==> src/common/sim_db_pkg.sv <==
`default_nettype none

package sim_db_pkg;

  // ----------------------------------------------------------------------
  // bus and generator word types
  // ----------------------------------------------------------------------
  typedef logic [11:0] bus_addr_t;     // local bus address
  typedef logic [15:0] bus_data_t;     // one register word
  typedef logic [7:0]  reg_offset_t;   // offset inside the board window
  typedef logic [31:0] freq_word_t;    // frequency / phase accumulator word
  typedef logic [15:0] pulse_count_t;

  // upper address nibble decoded as this board
  localparam logic [3:0] board_window = 4'h8;

  // constant read values
  localparam bus_data_t fpga_version = 16'hb729;
  localparam bus_data_t pattern_aaaa = 16'haaaa;
  localparam bus_data_t pattern_5555 = 16'h5555;

  // ----------------------------------------------------------------------
  // register offsets
  // ----------------------------------------------------------------------
  localparam reg_offset_t off_version  = 8'h00;
  localparam reg_offset_t off_pat_a    = 8'h02;
  localparam reg_offset_t off_pat_5    = 8'h04;

  localparam reg_offset_t off_mode     = 8'h10;  // limited-count bit per pair
  localparam reg_offset_t off_out_ctrl = 8'h12;  // two channel enables per pair
  localparam reg_offset_t off_load     = 8'h14;  // write-only restart strobes

  // pair i low word at base + 4i, high word 2 above it
  localparam reg_offset_t off_freq_base  = 8'h20;
  localparam reg_offset_t off_phase_base = 8'h40;

  // pair i at base + 2i
  localparam reg_offset_t off_pulse_base = 8'h60;

  localparam reg_offset_t off_finished = 8'h70;  // read only

  // room in the map
  localparam int max_pairs = 6;

endpackage

`default_nettype wire

==> src/common/reg_access_if.sv <==
`default_nettype none

interface reg_access_if
  import sim_db_pkg::*;
();

  reg_offset_t offset;    // captured with the strobe
  bus_data_t   wr_data;
  logic        wr_stb;    // one cycle per bus write
  logic        rd_stb;    // one cycle per bus read
  bus_data_t   rd_data;   // held until the next read

  modport port (
    output offset,
    output wr_data,
    output wr_stb,
    output rd_stb,
    input  rd_data
  );

  modport bank (
    input  offset,
    input  wr_data,
    input  wr_stb,
    input  rd_stb,
    output rd_data
  );

endinterface

`default_nettype wire

==> src/common/tacho_cfg_if.sv <==
`default_nettype none

interface tacho_cfg_if
  import sim_db_pkg::*;
();

  freq_word_t   freq;
  freq_word_t   phase;       // channel b offset from channel a
  pulse_count_t pulse_num;
  logic         limited;     // stop after pulse_num pulses
  logic [1:0]   enable;      // [0] channel a, [1] channel b
  logic         load;        // one-cycle restart
  logic         finished;

  // register side
  modport bank (
    output freq,
    output phase,
    output pulse_num,
    output limited,
    output enable,
    output load,
    input  finished
  );

  // generator side
  modport pair (
    input  freq,
    input  phase,
    input  pulse_num,
    input  limited,
    input  enable,
    input  load,
    output finished
  );

endinterface

`default_nettype wire

==> src/logic/local_bus_port.sv <==
`default_nettype none

module local_bus_port
  import sim_db_pkg::*;
(
  input  logic       W_clk,
  input  logic       W_reset_n,
  input  bus_addr_t  la,
  input  bus_data_t  ld_in,
  input  logic       lcs_n,
  input  logic       lrd_n,
  input  logic       lwr_n,
  output bus_data_t  ld_out,
  output logic       ld_oe_n,
  reg_access_if.port acc
);

  logic [1:0] cs_sync;   // two sync flops
  logic [2:0] wr_sync;   // two sync flops plus edge history
  logic [2:0] rd_sync;
  logic       in_window;
  logic       wr_fall;
  logic       rd_fall;
  logic       rd_pend;   // bank read data lands this cycle

  // ----------------------------------------------------------------------
  // strobe synchronisers
  // ----------------------------------------------------------------------
  always_ff @(posedge W_clk)
  begin
    if (!W_reset_n)
    begin
      cs_sync <= 2'b11;
      wr_sync <= 3'b111;
      rd_sync <= 3'b111;
    end
    else
    begin
      cs_sync <= {cs_sync[0], lcs_n};
      wr_sync <= {wr_sync[1:0], lwr_n};
      rd_sync <= {rd_sync[1:0], lrd_n};
    end
  end

  // address is stable for the whole strobe, no sync needed
  assign in_window = !cs_sync[1] && (la[11:8] == board_window);
  assign wr_fall   = in_window && !wr_sync[1] && wr_sync[2];
  assign rd_fall   = in_window && !rd_sync[1] && rd_sync[2];

  // ----------------------------------------------------------------------
  // single-cycle accesses towards the register bank
  // ----------------------------------------------------------------------
  always_ff @(posedge W_clk)
  begin
    if (!W_reset_n)
    begin
      acc.wr_stb <= 1'b0;
      acc.rd_stb <= 1'b0;
      rd_pend    <= 1'b0;
    end
    else
    begin
      acc.wr_stb <= wr_fall;
      acc.rd_stb <= rd_fall;
      rd_pend    <= acc.rd_stb;
    end
  end

  always_ff @(posedge W_clk)
  begin
    if (wr_fall || rd_fall)
    begin
      acc.offset  <= la[7:0];
      acc.wr_data <= ld_in;
    end
    if (rd_pend)
      ld_out <= acc.rd_data;   // kept until the next read
  end

  assign ld_oe_n = !(in_window && !rd_sync[1]);

  assert property (@(posedge W_clk) disable iff (!W_reset_n)
    !(acc.wr_stb && acc.rd_stb))
    else $error("CHECK FAILED %0t acc.wr_stb/rd_stb expected exclusive, got both high", $time);

endmodule

`default_nettype wire

==> src/logic/reg_bank.sv <==
`default_nettype none

module reg_bank
  import sim_db_pkg::*;
#(
  parameter int num_pairs = 2
)
(
  input  logic       W_clk,
  input  logic       W_reset_n,
  reg_access_if.bank acc,
  tacho_cfg_if.bank  cfg [num_pairs]
);

  logic [num_pairs-1:0]   mode_q;       // limited bit per pair
  logic [2*num_pairs-1:0] out_ctrl_q;   // {ch b, ch a} per pair
  logic [num_pairs-1:0]   load_q;
  logic [num_pairs-1:0]   finished_q;
  logic [num_pairs-1:0]   finished_in;
  freq_word_t             freq_q  [num_pairs];
  freq_word_t             phase_q [num_pairs];
  pulse_count_t           pulse_q [num_pairs];
  bus_data_t              rd_mux;

  if (num_pairs > max_pairs)
  begin : g_map_check
    $error("num_pairs does not fit the register map");
  end

  function automatic reg_offset_t pair_off(input reg_offset_t base, input int idx,
                                           input int stride);
    return base + reg_offset_t'(stride * idx);
  endfunction

  // ----------------------------------------------------------------------
  // write decode
  // ----------------------------------------------------------------------
  always_ff @(posedge W_clk)
  begin
    if (!W_reset_n)
    begin
      mode_q     <= '0;
      out_ctrl_q <= '0;
      load_q     <= '0;
      for (int i = 0; i < num_pairs; i++)
      begin
        freq_q[i]  <= '0;
        phase_q[i] <= '0;
        pulse_q[i] <= '0;
      end
    end
    else
    begin
      load_q <= '0;   // self-clearing
      if (acc.wr_stb)
      begin
        case (acc.offset)
          off_mode:     mode_q     <= acc.wr_data[num_pairs-1:0];
          off_out_ctrl: out_ctrl_q <= acc.wr_data[2*num_pairs-1:0];
          off_load:     load_q     <= acc.wr_data[num_pairs-1:0];
          default:      ;
        endcase
        for (int i = 0; i < num_pairs; i++)
        begin
          if (acc.offset == pair_off(off_freq_base, i, 4))
            freq_q[i][15:0] <= acc.wr_data;
          if (acc.offset == pair_off(off_freq_base + 8'h02, i, 4))
            freq_q[i][31:16] <= acc.wr_data;
          if (acc.offset == pair_off(off_phase_base, i, 4))
            phase_q[i][15:0] <= acc.wr_data;
          if (acc.offset == pair_off(off_phase_base + 8'h02, i, 4))
            phase_q[i][31:16] <= acc.wr_data;
          if (acc.offset == pair_off(off_pulse_base, i, 2))
            pulse_q[i] <= acc.wr_data;
        end
      end
    end
  end

  // ----------------------------------------------------------------------
  // read select, unmapped offsets give zero
  // ----------------------------------------------------------------------
  always_comb
  begin
    case (acc.offset)
      off_version:  rd_mux = fpga_version;
      off_pat_a:    rd_mux = pattern_aaaa;
      off_pat_5:    rd_mux = pattern_5555;
      off_mode:     rd_mux = bus_data_t'(mode_q);
      off_out_ctrl: rd_mux = bus_data_t'(out_ctrl_q);
      off_finished: rd_mux = bus_data_t'(finished_q);
      default:      rd_mux = '0;
    endcase
    for (int i = 0; i < num_pairs; i++)
    begin
      if (acc.offset == pair_off(off_freq_base, i, 4))
        rd_mux = freq_q[i][15:0];
      if (acc.offset == pair_off(off_freq_base + 8'h02, i, 4))
        rd_mux = freq_q[i][31:16];
      if (acc.offset == pair_off(off_phase_base, i, 4))
        rd_mux = phase_q[i][15:0];
      if (acc.offset == pair_off(off_phase_base + 8'h02, i, 4))
        rd_mux = phase_q[i][31:16];
      if (acc.offset == pair_off(off_pulse_base, i, 2))
        rd_mux = pulse_q[i];
    end
  end

  always_ff @(posedge W_clk)
  begin
    if (acc.rd_stb)
      acc.rd_data <= rd_mux;
  end

  always_ff @(posedge W_clk)
  begin
    if (!W_reset_n)
      finished_q <= '0;
    else
      finished_q <= finished_in;   // sampled copy of the pair flags
  end

  for (genvar g = 0; g < num_pairs; g++)
  begin : g_pair
    assign cfg[g].freq      = freq_q[g];
    assign cfg[g].phase     = phase_q[g];
    assign cfg[g].pulse_num = pulse_q[g];
    assign cfg[g].limited   = mode_q[g];
    assign cfg[g].enable    = out_ctrl_q[2*g +: 2];
    assign cfg[g].load      = load_q[g];
    assign finished_in[g]   = cfg[g].finished;
  end

  // a load pulse must not stretch into a second restart
  assert property (@(posedge W_clk) disable iff (!W_reset_n)
    (|load_q) |=> !(|load_q))
    else $error("CHECK FAILED %0t load_q expected one-cycle strobe, got %b",
                $time, load_q);

endmodule

`default_nettype wire

==> src/logic/sim_db_top.sv <==
`default_nettype none

module sim_db_top
  import sim_db_pkg::*;
#(
  parameter int num_pairs = 2
)
(
  input  logic                   W_clk,
  input  logic                   W_reset_n,
  input  bus_addr_t              la,
  input  bus_data_t              ld_in,
  input  logic                   lcs_n,
  input  logic                   lrd_n,
  input  logic                   lwr_n,
  output bus_data_t              ld_out,
  output logic                   ld_oe_n,
  output logic [2*num_pairs-1:0] spd_ch   // {ch b, ch a} per pair
);

  reg_access_if acc_bus ();
  tacho_cfg_if  cfg_bus [num_pairs] ();

  // ----------------------------------------------------------------------
  // host side
  // ----------------------------------------------------------------------
  local_bus_port u_bus_port (
    .W_clk     (W_clk),
    .W_reset_n (W_reset_n),
    .la        (la),
    .ld_in     (ld_in),
    .lcs_n     (lcs_n),
    .lrd_n     (lrd_n),
    .lwr_n     (lwr_n),
    .ld_out    (ld_out),
    .ld_oe_n   (ld_oe_n),
    .acc       (acc_bus)
  );

  reg_bank #(
    .num_pairs (num_pairs)
  ) u_reg_bank (
    .W_clk     (W_clk),
    .W_reset_n (W_reset_n),
    .acc       (acc_bus),
    .cfg       (cfg_bus)
  );

  // ----------------------------------------------------------------------
  // one generator per channel pair
  // ----------------------------------------------------------------------
  for (genvar g = 0; g < num_pairs; g++)
  begin : g_pair
    tacho_pair u_tacho_pair (
      .W_clk     (W_clk),
      .W_reset_n (W_reset_n),
      .cfg       (cfg_bus[g]),
      .spd       (spd_ch[2*g +: 2])
    );
  end

endmodule

`default_nettype wire

==> src/tacho/pulse_limiter.sv <==
`default_nettype none

module pulse_limiter
  import sim_db_pkg::*;
(
  input  logic         W_clk,
  input  logic         W_reset_n,
  input  logic         ch_a,
  input  logic         restart,
  input  logic         limited,
  input  pulse_count_t pulse_num,
  output logic         done
);

  pulse_count_t count_q;
  logic         ch_a_q;
  logic         rise;

  assign rise = ch_a && !ch_a_q;

  always_ff @(posedge W_clk)
  begin
    if (!W_reset_n)
    begin
      count_q <= '0;
      ch_a_q  <= 1'b0;
    end
    else
    begin
      ch_a_q <= ch_a;
      if (restart)
        count_q <= '0;
      else if (rise)
        count_q <= count_q + 1'b1;
    end
  end

  assign done = limited && (count_q == pulse_num);   // one cycle after the edge

  assert property (@(posedge W_clk) disable iff (!W_reset_n)
    done |-> !rise)
    else $error("CHECK FAILED %0t ch_a rise expected none after done, got rise", $time);

endmodule

`default_nettype wire

==> src/tacho/tacho_pair.sv <==
`default_nettype none

module tacho_pair
  import sim_db_pkg::*;
(
  input  logic       W_clk,
  input  logic       W_reset_n,
  tacho_cfg_if.pair  cfg,
  output logic [1:0] spd
);

  freq_word_t acc_q;     // phase accumulator, channel a
  freq_word_t acc_b;     // shifted copy for channel b
  logic       ch_a;
  logic       ch_b;
  logic       done;
  logic       hold;      // keep accumulator at zero
  logic       idle_q;    // accumulator parked last cycle

  assign ch_a  = acc_q[31];
  assign acc_b = acc_q + cfg.phase;
  assign ch_b  = acc_b[31] && !idle_q;   // no phase residue while parked

  // let the last counted pulse finish before parking
  assign hold = !(|cfg.enable) || (done && !ch_a);

  always_ff @(posedge W_clk)
  begin
    if (!W_reset_n)
    begin
      acc_q  <= '0;
      idle_q <= 1'b1;
    end
    else
    begin
      idle_q <= hold;
      if (cfg.load || hold)
        acc_q <= '0;
      else
        acc_q <= acc_q + cfg.freq;
    end
  end

  pulse_limiter u_limiter (
    .W_clk     (W_clk),
    .W_reset_n (W_reset_n),
    .ch_a      (ch_a),
    .restart   (cfg.load),
    .limited   (cfg.limited),
    .pulse_num (cfg.pulse_num),
    .done      (done)
  );

  assign cfg.finished = done;

  // per-channel output enables
  assign spd[0] = ch_a && cfg.enable[0];
  assign spd[1] = ch_b && cfg.enable[1];

endmodule

`default_nettype wire

==> config.mk <==
export PLATFORM = sky130hd
export DESIGN_NAME = sim_db_top
export DESIGN_NICKNAME = d
export VERILOG_FILES = /design/src/common/sim_db_pkg.sv /design/src/common/reg_access_if.sv /design/src/common/tacho_cfg_if.sv /design/src/logic/local_bus_port.sv /design/src/logic/reg_bank.sv /design/src/logic/sim_db_top.sv /design/src/tacho/pulse_limiter.sv /design/src/tacho/tacho_pair.sv
export SDC_FILE = /design/constraint.sdc
export NUM_CORES = 1
export LEC_CHECK = 0
export BUFFER_PORTS_ARGS = -buffer_cell sky130_fd_sc_hd__buf_2
export CORE_MARGIN = 10
export CORE_UTILIZATION = 45
export CTS_CLUSTER_SIZE = 20
export DETAILED_ROUTE_END_ITERATION = 7
export PLACE_DENSITY_LB_ADDON = 0.08
export SLEW_MARGIN = 10
export SYNTH_ARGS = -nofsm -noshare
export SYNTH_HDL_FRONTEND = slang
export SYNTH_SLANG_ARGS = --single-unit
==> constraint.sdc <==
create_clock -name W_clk -period 3.2 [get_ports W_clk]
set_input_delay 0 -clock W_clk [delete_from_list [all_inputs] [get_ports W_clk]]
set_output_delay 0 -clock W_clk [all_outputs]
set_load 0.01 [all_outputs]
== Word level (Yosys, flattened, before mapping) ==
Memories as Yosys holds them, arrays and structs flattened.
Cells that the tools add are included.

* Memories kept: 3
* Flip-flop bits (word level): 177
* Memory bits (writable): 160
* Output and inout bits: 21

* Muxes and demuxes: 62
* Add/subtract/negate cells: 6
* Bitwise logic cells: 11
* Reductions and logical operators: 44
* Equal/unequal tests: 19

{| class="wikitable"
|+ Memory list
! memory !! words !! bits a word !! read ports !! clocked after memory_dff !! write ports !! RTL line !! text
|-
| u_reg_bank.freq_q || 2 || 32 || 2 || 0 || 2 || reg_bank.sv:20 || <nowiki>freq_word_t freq_q [num_pairs];</nowiki>
|-
| u_reg_bank.phase_q || 2 || 32 || 2 || 0 || 2 || reg_bank.sv:21 || <nowiki>freq_word_t phase_q [num_pairs];</nowiki>
|-
| u_reg_bank.pulse_q || 2 || 16 || 2 || 0 || 2 || reg_bank.sv:22 || <nowiki>pulse_count_t pulse_q [num_pairs];</nowiki>
|}

{| class="wikitable"
|+ Operator list
! operator !! number
|-
| $mux W16 || 20
|-
| $add A32 B32 Y32 || 4
|-
| $pmux W16 S6 || 1
|-
| $eq A8 B7 Y1 const B || 7
|-
| $mux W1 || 41
|-
| $add A16 B1 Y16 const B || 2
|-
| $eq A16 B16 Y1 || 2
|-
| $eq A8 B6 Y1 const B || 4
|-
| $eq A8 B5 Y1 const B || 3
|-
| $logic_and A1 B1 Y1 || 17
|-
| $logic_not A1 Y1 || 12
|-
| $reduce_or A2 Y1 || 6
|-
| $or A1 B1 Y1 || 10
|-
| $eq A8 B2 Y1 const B || 1
|-
| $eq A8 B3 Y1 const B || 1
|-
| $logic_not A8 Y1 || 1
|-
| $logic_or A1 B1 Y1 || 5
|-
| $eq A4 B4 Y1 const B || 1
|-
| $reduce_and A2 Y1 || 2
|-
| $reduce_and A3 Y1 || 1
|-
| $not A1 Y1 || 1
|}

== Depth between registers and ports, before layout ==
Gate-level depths: netlist of run 1.

* Word-level depth: 12
* Depth in mapped cells: 11

== Modules after synthesis ==
From an unflattened synthesis of run 1, not the netlist that was laid out.

* Cell total of the unflattened synthesis: 1682
* Area total of the unflattened synthesis: 18203.7 µm²

{| class="wikitable"
|+ Modules (own cells, without submodules)
! module !! seq. area each (µm²) !! cells an instance !! area each (µm²) !! instances
|-
| reg_bank || 5485.3 || 654 || 8479.4 || 1
|-
| tacho_pair at g_pair[1].u_tacho_pair || 660.6 || 376 || 3186.8 || 1
|-
| tacho_pair at g_pair[0].u_tacho_pair || 660.6 || 378 || 3121.7 || 1
|-
| pulse_limiter || 340.3 || 103 || 940.9 || 2
|-
| local_bus_port || 1421.4 || 68 || 1534.0 || 1
|}

== Worst setup path before layout of run 1 ==
Ideal clock, no wire load.

* Kind: register -> register
* Start point: register u_bus_port.acc.offset[3]
* End point: memory u_reg_bank.freq_q[1][0] (netlist name), enable pin
* Setup time: 0.411 ns
* Required time: 2.789 ns
* Slack: 0.067 ns
* Data arrival time: 2.722 ns
* Path buffers: 2
* Stages on the path, launching flop included: 7
* Path through: edfxtp_1 -> buf_6 -> nor3b_1 -> nor2b_1 -> nand2_1 -> clkbuf_1 -> o21ai_0

{| class="wikitable"
|+ RTL lines
! element !! RTL line !! text
|-
| start, declared || reg_access_if.sv:14 || <nowiki>output offset,</nowiki>
|-
| start signal, assigned || local_bus_port.sv:73 || <nowiki>acc.offset <= la[7:0];</nowiki>
|-
| end, declared || reg_bank.sv:20 ||
|}

==> results.md, run 1 <==
- Mapped Nets: between 1,500 and 2,000
- Clk root buf: clkbuf_16
- Final period util: approximately 100%
- Via-per-instance ratio: ~5.8
- Cell depth of the worst hold path: 2
- Antenna violations before repair: 4
- Clk sinks: ~340
- Seq pwr share: between 40% and 50%
- All-layer global routing usage: around 23%
- Post-synth top flop: edfxtp_1
- Post-route ant nets: 0
- Slew Limit Fails: 0
- Power density cells: 482 nW/µm²
- CP most frequent cell: a21oi_2
- Placed cells: ~2,100
- Total number of vias: around 13,000
- Nets@finish: 1,846
- Met3 wire len: ~4400 µm
- RSZ-0062 raised after global routing: yes
- DRC: 6
- Max Fclk: 315 MHz
- Final WL: approximately 54,000 µm
- Layout cells sized above 1: between 10% and 20%
- Startpoint types: register
- Worst hold path class: in -> reg
- Critical R2R Launch: u_reg_bank.freq_q[1][11]
- Total chip power: 9610 µW
- Vias in the first global route: 12,615
- Final worst slack: roughly 0.022 ns
- P_sw: approximately 2100 µW
- Num rows: 71
- Clk Latency, worst-skew pair: about 0.56 ns
- LEAKAGE: around 0.008 µW
- Failing checks: DRC
- Dpl ws: roughly 0.27 ns
- Met1 wire length: approximately 23,000 µm
- Inserted Clock Buffers: 39
- Final setup fails: 0
- Reg-to-reg critical path endpoint: g_pair[1].u_tacho_pair.acc_q[26]
- Status: complete, but fails checks
- # IOs: 54
- Top cell type's share of synthesized area: a little under two fifths
- Metal2 WL: between 20,000 and 25,000 µm
- Maxcap violations: 0
- Post-DP HPWL: 41,600 µm
- Worst reg2reg path depth: 9
- Die area: 46,200 µm²
- CP endpoint kind: output pin
- GPL Wtd Cong: around 0.98
- Buf+Inv Stages, Crit Path: 1
- CTS tree: done
- # port buffers: 53
- Synth warn: 0
- Switch share: 21.6%
- Initial Utilization: around 45%
- Worst IR Drop VDD: around 330 µV
- Distinct cell type count after synthesis: between 90 and 100
- Gate Count Post-Synth: about 1,500
- Cell Area, Synth: between 15,000 and 20,000 µm²
- EDFF count, synth: 216
- WS Path Type: reg -> out
- Die W: roughly 210 µm
- Final-report hold violation count: 0
- Global-route wire length before repair: roughly 80,000 µm
- Power share of the combinational group: approximately 2.7%
- Crit-path cells: ha_1, a31o_1, a21oi_2, o21ai_1, o31a_1, o41ai_4, a211oi_2, or4_1, a21oi_2, buf_2
- Levels on crit path: 10
- Pint: 7540 µW
- Worst-path fanout max: 2
- Clk pwr share: between 40% and 50%
- Maximum number of pins on one net before global-route repair: 28
- GRT Residual Overflow: 0
- Slew @ Worst Pin: just over 0.8 ns
- Clock transition at path regs: about 0.06 ns
- Area leader, netlist: edfxtp_1
- Data arrival, critical path: 3.18 ns
- CTS Buffer Depth: 3
- Highest routed layer: met4
- Min-delay src: ld_in[7]
- R2r setup slk: roughly 0.25 ns
- WHS Endpoint: u_bus_port.acc.wr_data[7]
- Register area share after synthesis: 52.1%
- Setup Skew: 0.0179 ns
- Post-synthesis async set-or-reset flop share: 0%
- Main area contributors after synthesis: edfxtp_1, dfxtp_1, ha_1
- Mean Syn Cell Area: 11.0 µm²
- Fin cells: roughly 2,200
- Period minus WS final: roughly 3.2 ns
- DR WL/cell: ~24 µm
- Die Y: 215 µm
- Std-Cell Core Area: roughly 38,000 µm²
- DRT iter0 DRCs: 1,540
- Area growth syn-to-layout: 16.6%
- Synthesized flop and latch total: 337
- Crit-path slowest cell: or4_1
- Headroom to the max-slew limit: between 40% and 50%
- Cell family with most CP delay: compound AO/OA/AOI/OAI gates
- Antenna Cells: 0
- Max incr delay on CP: ~0.53 ns
- H-tree depth: 2
- Pre-antenna DRT Iters: 8
- Critical Path RT: about 3.2 ns
-- worst register-to-register path, stage by stage, from the launching register on --
cell and delay (ns):
edfxtp_1 0.49, ha_1 0.42, a21o_1 0.21, a21o_1 0.18
a221oi_2 0.39, o21a_2 0.21, a211oi_1 0.14, or4_1 0.54
a21oi_1 0.18, a211oi_1 0.06
-- kinds of logic (layout without fill, tap and decap cells) --
group | Yosys count | count (layout) | share of synthesized area [%]
AND/OR/NAND/NOR | 566 | 566 | 17.3
AO/OA/AOI/OAI | 343 | 343 | 14.0
flip-flops | 337 | 337 | 52.1
adder cells (fa/ha/maj) | 126 | 126 | 9.31
XOR/XNOR | 96 | 96 | 4.92
buffers and inverters | 70 | 238 | 1.68
multiplexers | 11 | 11 | 0.666
-- layout by cell type, fill, tap and decap left out, types with 35 or more instances in the layout --
| cell type | instances |
|---|---|
| a21o_1 | 35 |
| a21oi_1 | 70 |
| and2_1 | 91 |
| buf_2 | 53 |
| buf_4 | 53 |
| clkbuf_16 | 42 |
| dfxtp_1 | 121 |
| edfxtp_1 | 216 |
| ha_1 | 124 |
| nand2_1 | 110 |
| nand3_1 | 46 |
| nor2_1 | 133 |
| nor3_1 | 43 |
| o21ai_0 | 61 |
| xnor2_1 | 45 |
| xor2_1 | 51 |
-- synthesized netlist by cell type, types with 12 or more instances --
cell type,number
and2_1,91
dfxtp_1,121
ha_1,124
a21oi_1,73
clkbuf_1,31
xor2_1,51
nor2_1,133
and3_1,16
xnor2_1,45
a211oi_1,16
a31oi_1,14
nand2_1,110
o21ai_0,70
nand2b_1,26
nor2b_1,12
a21o_1,35
edfxtp_1,216
inv_1,26
nor3_1,44
nand3_1,46
nand4_1,22
a22oi_1,23
-- routing by layer --
layer,vias up,global-route usage (%)
met2,522,36.3
met1,6206,29.7
met4,0,8.48
met5,-,0
li1,6059,-
met3,108,5.08
-- registers in the layout, indices dropped and copies added (netlist names), 3 cells and up --
register / count
u_reg_bank.acc.rd_data: 16
u_bus_port.acc.offset: 8
u_bus_port.rd_sync: 3
g_pair.u_tacho_pair.acc_q: 64
u_bus_port.ld_out: 16
u_reg_bank.out_ctrl_q: 4
u_reg_bank.freq_q: 64
u_reg_bank.pulse_q: 32
g_pair.u_tacho_pair.u_limiter.count_q: 32
u_bus_port.wr_sync: 3
u_reg_bank.phase_q: 64
u_bus_port.acc.wr_data: 16
-- metrics by stage --
stage               utilization (%)  area (µm²)  hold WS [ns]  TNS, ns
global route                   53.0       19900         0.141   -0.104
floorplan                         -       17100        0.0989        0
CTS                            52.9       19900         0.119  -0.0374
detailed placement             48.4       18200         0.178        0
global placement               48.4       18200         0.176        0
finish                         53.0       19900         0.144        0
-- area by class of cell --
cell class	count	area (µm²)
flip-flops and latches	337	8910
inverters	26	97.6
multi-input cells	1142	7970
well taps	511	639
clock inverters	14	140
repair buffers	141	1020
fillers	3323	17600
clock buffers	57	1160
-- power groups by stage --
| stage | clock network, µW | registers (µW) | logic, µW |
|---|---|---|---|
| 6_report | 4580 | 4780 | 260 |
| 5_1_grt | 4820 | 4780 | 287 |
| 4_1_cts | 4630 | 4780 | 256 |
| 3_5_place_dp | 0 | 4870 | 223 |
| 3_3_place_gp | 0 | 4870 | 219 |
| 2_1_floorplan | 0 | 4800 | 144 |
-- worst max path at each step --
| stage | start | end | slack, ns |
|---|---|---|---|
| after global routing | u_reg_bank.phase_q[0][1] | spd_ch[1] | -0.10 |
| after CTS | u_reg_bank.phase_q[0][1] | spd_ch[1] | -0.04 |
| after floorplan | u_bus_port.acc.offset[3] | u_reg_bank.freq_q[1][0] | 0.07 |
| final | u_reg_bank.phase_q[0][1] | spd_ch[1] | 0.02 |
| after global placement | u_reg_bank.phase_q[0][1] | spd_ch[1] | 0.27 |
| after detailed placement | u_reg_bank.phase_q[0][1] | spd_ch[1] | 0.27 |
-- what timing repair did --
action / in CTS / in global routing
gates resized for setup: 7 / 5
pin swaps: 2 / 2
setup endpoints to repair: 2 / 2
hold buffers: 34 / 0
endpoints found under the hold margin: 36 / 0
buffers inserted: 2 / 2
No activity file was read; power rests on OpenSTA's default activity.
==> inputs of run 2 (changes only) <==
ABC_AREA = 0   (was default)
CTS_BUF_LIST = sky130_fd_sc_hd__clkbuf_2   (was default)
clock period = 2.7 ns   (was 3.2 ns; I/O delays follow)
==> results.md, run 2 (synthesized netlist as in run 1, its figures left out) <==
- Worst IR Drop VDD: 244 µV (-25%)
- CTS tree: done
- Slew Limit Fails: 0 (unchanged)
- RSZ-0062 raised after global routing: yes
- Reg-to-reg critical path endpoint: g_pair[1].u_tacho_pair.acc_q[31]
- Maximum number of pins on one net before global-route repair: 32 (+14%)
- Final worst slack: -0.955 ns (-0.977 ns)
- WS Path Type: reg -> out
- Crit-path slowest cell: edfxtp_1
- Headroom to the max-slew limit: 47.1% (+2.5 points)
- Post-route ant nets: 0 (unchanged)
- Area growth syn-to-layout: 23.5%
- Critical Path RT: 2.70 ns (-0.50 ns)
- Clk pwr share: 39.2% (-8.4 points)
- Status: complete, but fails checks
- R2r setup slk: 0.01 ns (-0.24 ns)
- Metal2 WL: 25,800 µm (+4.8%)
- Post-DP HPWL: 41,600 µm (+0.12%)
- Cell depth of the worst hold path: 4 (+2)
- Min-delay src: la[10]
- LEAKAGE: 0.00881 µW (+9.7%)
- # port buffers: 53 (unchanged)
- Final setup fails: 2 (+2)
- CTS Buffer Depth: 3 (unchanged)
- Failing checks: setup timing
- GRT Residual Overflow: 0 (unchanged)
- Seq pwr share: 56.8% (+7.1 points)
- Worst hold path class: in -> reg
- Met3 wire len: 4240 µm (-4.3%)
- Data arrival, critical path: 3.66 ns (+0.48 ns)
- Final period util: 135%
- Setup TNS: -1.69 ns (-1.69 ns)
- CP most frequent cell: a21o_1
- Pint: 7410 µW (-1.7%)
- DR WL/cell: 22.5 µm (-6.9%)
- Clock transition at path regs: 0.13 ns (+0.07 ns)
- Highest routed layer: met4
- Max incr delay on CP: 0.52 ns (about the same)
- Slew @ Worst Pin: 0.793 ns (-0.0379 ns)
- Switch share: 25.5% (+3.9 points)
- Antenna violations before repair: 7 (+3)
- Total chip power: 9950 µW (+3.4%)
- Global-route wire length before repair: 81,800 µm (+2.4%)
- Final-report hold violation count: 0 (unchanged)
- Startpoint types: register
- DRT iter0 DRCs: 1,308 (-15%)
- Biggest regs: g_pair.u_tacho_pair.acc_q: 64 flops, u_reg_bank.freq_q: 64 flops, u_reg_bank.phase_q: 64 flops
- Nets@finish: 2,024 (+9.6%)
- Commonest non-fill, non-tap cell in the layout: edfxtp_1
- Max Fclk: about 270 MHz
- Cell family with most CP delay: compound AO/OA/AOI/OAI gates
- Num rows: 71 (unchanged)
- Area of the multi-input gates: 8400 µm² (+5.4%)
- Total number of vias: 13,662 (+5.9%)
- Flip-flop and latch area: 8910 µm² (unchanged)
- GPL Wtd Cong: 0.970 (-1.5%)
- Die Y: 215 µm (unchanged)
- Critical R2R Launch: u_reg_bank.freq_q[1][1]
- Period minus WS final: 3.66 ns
- Crit-path cells: ha_1, a21o_1, a21o_1, a21o_1, a21oi_1, o211a_1, a211oi_4, or4_1, a21oi_1, buf_2
- Std-Cell Core Area: 37,600 µm² (unchanged)
- Worst reg2reg path depth: 9 (unchanged)
- Fillers: 3,396 (+2.2%)
- Via-per-instance ratio: 5.57 (-3.7%)
- CP endpoint kind: output pin
- Hold_ws: 0.110 ns (-0.0341 ns)
- DRC: 0 (-6)
- WHS Endpoint: u_bus_port.acc.wr_data[1]
- Initial Utilization: 45.5% (unchanged)
- Vias in the first global route: 13,444 (+6.6%)
- P_sw: 2530 µW (+22%)
- Pre-antenna DRT Iters: 5 (-3)
- Worst-path fanout max: 2 (unchanged)
- Die W: 215 µm (unchanged)
- Die area: 46,200 µm² (unchanged)
- Power share of the combinational group: 4.0% (+1.3 points)
- Power density cells: 471 nW/µm² (-2.4%)
- Clk root buf: clkbuf_2
- Buf+Inv Stages, Crit Path: 1 (unchanged)
- Met1 wire length: 23,000 µm (+1.2%)
- Inserted Clock Buffers: 89 (+130%)
- Most frequent cells in the layout: edfxtp_1, clkbuf_2, buf_4, nor2_1, dfxtp_1
- Setup Skew: 0.0811 ns (+0.0632 ns)
- All-layer global routing usage: 23.2% (+0.46 points)
- Layout cells sized above 1: 24.0% (+12 points)
- H-tree depth: 3 (+1)
- Maxcap violations: 0 (unchanged)
- Clk sinks: 337 (unchanged)
- Clk Latency, worst-skew pair: 1.04 ns (+0.48 ns)
- Final WL: 55,100 µm (+2.4%)
- # IOs: 54 (unchanged)
[run 2: area by class of cell]
class	count	share of cell area, %
Multi-Input combinational cell	1142	39.8
Tap cell	511	3.03
Clock inverter	22	0.812
Clock buffer	142	3.37
Inverter	26	0.462
Antenna cell	2	0.0237
Timing Repair Buffer	269	10.4
Sequential cell	337	42.2
[run 2: per-layer routing]
| metal | vias up | global-route usage (%) |
|---|---|---|
| met1 | 6545 | 29.9 |
| met3 | 128 | 5.25 |
| li1 | 6487 | - |
| met4 | 0 | 8.91 |
| met2 | 502 | 37.5 |
| met5 | - | 0 |
[run 2: how the worst max path moves through the flow]
| stage | startpoint | slack, ns | end | cells after the start |
|---|---|---|---|---|
| 6_report | u_reg_bank.phase_q[0][16] | -0.96 | spd_ch[1] | 10 |
| 3_3_place_gp | u_reg_bank.freq_q[1][12] | -0.07 | g_pair[1].u_tacho_pair.acc_q[31] | 8 |
| 2_1_floorplan | u_bus_port.acc.offset[3] | 0.001 | u_reg_bank.freq_q[1][0] | 6 |
| 3_5_place_dp | u_reg_bank.phase_q[0][1] | -0.13 | spd_ch[1] | 11 |
| 5_1_grt | u_reg_bank.phase_q[0][1] | -1.17 | spd_ch[1] | 11 |
| 4_1_cts | u_reg_bank.phase_q[0][1] | -1.01 | spd_ch[1] | 11 |
[run 2: repair_timing]
| item | CTS | global route |
|---|---|---|
| hold endpoints to repair | 295 | 0 |
| gates resized for setup | 18 | 79 |
| hold buffers | 63 | 0 |
| setup endpoints to repair | 9 | 29 |
| buffers inserted | 6 | 13 |
| pin swaps | 19 | 26 |
[run 2: power by group through the flow]
stage / registers, µW / clock network (µW) / logic (µW)
floorplan: 5690 / 0 / 172
global placement: 5760 / 0 / 300
detailed placement: 5760 / 0 / 304
CTS: 5640 / 3980 / 381
global route: 5650 / 4280 / 436
finish: 5650 / 3900 / 402
[run 2: worst reg2reg max path, cell delays in order (launching register included)]
cell and delay [ns]:
edfxtp_1 0.47, ha_4 0.29, a211oi_4 0.26, o311ai_4 0.13, a21oi_2 0.22, and4_4 0.28, o311ai_4 0.11, a2111o_1 0.45
a41oi_2 0.18, mux2i_1 0.19
[run 2: per-stage QoR]
step / setup WS [ns] / std cells / cell area [µm²] / utilization [%]
after floorplan: 0.00125 / 1549 / 17100 / -
after global placement: -0.0748 / 2203 / 19000 / 50.5
after detailed placement: -0.126 / 2203 / 19000 / 50.5
after CTS: -1.01 / 2436 / 20600 / 54.8
after global routing: -1.17 / 2450 / 21100 / 56.2
final: -0.955 / 2451 / 21100 / 56.2
==> inputs of run 3 (changes only) <==
REMOVE_ABC_BUFFERS = 1   (was default)
==> results.md, run 3 (synthesized netlist as in run 1, its figures left out) <==
- Status: complete, but fails checks
- Failing checks: setup timing
- WHS Endpoint: u_bus_port.acc.wr_data[2]
- CP endpoint kind: output pin
- Via-per-instance ratio: 5.58 (about the same)
- Worst-path fanout max: 2 (unchanged)
- Max incr delay on CP: 0.55 ns (+0.03 ns)
- Dpl ws: -0.119 ns (+0.00678 ns)
- Clk sinks: 337 (unchanged)
- GRT Residual Overflow: 0 (unchanged)
- Min-delay src: la[8]
- Initial Utilization: 45.5% (unchanged)
- Die area: 46,200 µm² (unchanged)
- # IOs: 54 (unchanged)
- GPL Wtd Cong: 0.918 (-5.4%)
- CTS Buffer Depth: 3 (unchanged)
- Worst IR Drop VDD: 301 µV (+23%)
- Global-route wire length before repair: 82,800 µm (+1.2%)
- Commonest non-fill, non-tap cell in the layout: edfxtp_1
- Final setup fails: 3 (+1)
- Fillers: 3,328 (-2.0%)
- Most frequent cells in the layout: edfxtp_1, buf_4, clkbuf_2, nor2_1, dfxtp_1
- Startpoint types: register
- Data arrival, critical path: 3.67 ns (about the same)
- All-layer global routing usage: 23.5% (+0.21 points)
- Clk Latency, worst-skew pair: 1.04 ns (about the same)
- Slew Limit Fails: 0 (unchanged)
- LEAKAGE: 0.00892 µW (+1.2%)
- Std-Cell Core Area: 37,600 µm² (unchanged)
- Inserted Clock Buffers: 91 (+2.2%)
- Setup Skew: 0.0826 ns (+0.00158 ns)
- Cell depth of the worst hold path: 4 (unchanged)
- Num rows: 71 (unchanged)
- Layout cells sized above 1: 25.4% (+1.5 points)
- Worst hold path class: in -> reg
- Maxcap violations: 0 (unchanged)
- Pre-antenna DRT Iters: 5 (unchanged)
- Post-DP HPWL: 42,300 µm (+1.6%)
- CTS tree: done
- Final WL: 55,200 µm (+0.28%)
- Maximum number of pins on one net before global-route repair: 34 (+6.3%)
- WS Path Type: reg -> out
- Crit-path slowest cell: or4_1
- Slew @ Worst Pin: 0.725 ns (-0.0674 ns)
- RSZ-0062 raised after global routing: yes
- R2r setup slk: -0.01 ns (-0.02 ns)
- Biggest regs: g_pair.u_tacho_pair.acc_q: 64 flops, u_reg_bank.freq_q: 64 flops, u_reg_bank.phase_q: 64 flops
- Power density cells: 462 nW/µm² (-1.8%)
- Critical R2R Launch: u_reg_bank.freq_q[1][4]
- Die Y: 215 µm (unchanged)
- # port buffers: 53 (unchanged)
- H-tree depth: 3 (unchanged)
- Post-route ant nets: 0 (unchanged)
- Final period util: 136% (+0.70 points)
- Hold_ws: 0.0817 ns (-0.0280 ns)
- DR WL/cell: 22.3 µm (-0.89%)
- Worst reg2reg path depth: 9 (unchanged)
- DRC: 0 (unchanged)
- Vias in the first global route: 13,709 (+2.0%)
- Clock transition at path regs: 0.10 ns (-0.03 ns)
- DRT iter0 DRCs: 1,318 (+0.76%)
- Final worst slack: -0.974 ns (-0.0190 ns)
- Antenna violations before repair: 7 (unchanged)
- Total number of vias: 13,826 (+1.2%)
- Crit-path cells: ha_1, a31o_1, a21oi_1, o21ai_1, o31a_1, o41ai_2, a211oi_1, or4_1, a21oi_2, buf_2
- Critical Path RT: 2.70 ns (about the same)
- Nets@finish: 2,049 (+1.2%)
- Reg-to-reg critical path endpoint: g_pair[1].u_tacho_pair.acc_q[31]
- Headroom to the max-slew limit: 51.6% (+4.5 points)
- Area growth syn-to-layout: 25.1%
- Period minus WS final: 3.67 ns (+0.0190 ns)
- Clk root buf: clkbuf_2
- Final-report hold violation count: 0 (unchanged)
- Max Fclk: 272 MHz (-0.52%)
- Die W: 215 µm (unchanged)
-- run 3: how the worst max path moves through the flow --
stage                                  start                         end  slack [ns]  depth (start not counted)
floorplan           u_bus_port.acc.offset[3]     u_reg_bank.freq_q[1][0]       -0.43                          4
global placement    u_bus_port.acc.offset[2]  u_reg_bank.acc.rd_data[15]       -0.11                          9
detailed placement  u_reg_bank.phase_q[0][1]                   spd_ch[1]       -0.12                         10
CTS                 u_reg_bank.phase_q[0][1]                   spd_ch[1]       -1.04                         10
global route        u_reg_bank.phase_q[0][1]                   spd_ch[1]       -1.14                         10
finish              u_reg_bank.phase_q[0][1]                   spd_ch[1]       -0.97                         10
-- run 3: layout make-up --
| class | count | area, µm² | area share (%) |
|---|---|---|---|
| diodes | 4 | 10.0 | 0.0468 |
| clock buffers | 137 | 686 | 3.21 |
| clock inverters | 31 | 185 | 0.866 |
| inverters | 26 | 97.6 | 0.456 |
| multi-input cells | 1142 | 8500 | 39.8 |
| flip-flops and latches | 337 | 8910 | 41.7 |
| well taps | 511 | 639 | 2.99 |
| repair buffers | 292 | 2350 | 11.0 |
-- run 3: power by group --
part	total, µW	switching (µW)	internal, µW
logic	414	202	212
clock network	3840	2280	1560
registers	5630	96.9	5540
-- run 3: layer usage --
metal | wire length, µm | track usage (%) | vias up
li1 | - | - | 6536
met1 | 23100 | 29.0 | 6661
met2 | 25600 | 37.5 | 497
met3 | 4240 | 6.57 | 132
met4 | 2290 | 10.6 | 0
met5 | 0 | 0 | -
-- run 3: what timing repair did --
| action | in CTS | in global routing |
|---|---|---|
| hold buffers | 65 | 0 |
| pin swaps | 34 | 38 |
| endpoints found under the hold margin | 256 | 0 |
| cloned | 0 | 0 |
| endpoints found under the setup margin | 18 | 25 |
| gates resized for setup | 46 | 73 |
| setup buffers | 8 | 14 |
-- run 3: worst max-delay path, delay by kind of cell (launching register included) --
family | cells | cell delay (ns)
buffers and inverters | 1 | 0.16
flip-flops | 1 | 0.43
AND/OR/NAND/NOR | 1 | 0.55
AO/OA/AOI/OAI | 7 | 1.23
adder cells (fa/ha/maj) | 1 | 0.29
-- run 3: metrics by stage --
stage / power, µW / setup TNS, ns / instances / util (%) / area (µm²)
final: 9890 / -1.66 / 2480 / 56.9 / 21400
after global routing: 10300 / -2.07 / 2479 / 56.9 / 21400
after CTS: 9950 / -1.73 / 2463 / 55.7 / 20900
after detailed placement: 6060 / -0.728 / 2222 / 50.8 / 19100
after global placement: 6050 / -0.285 / 2222 / 50.8 / 19100
after floorplan: 5860 / -35.70 / 1505 / - / 16900
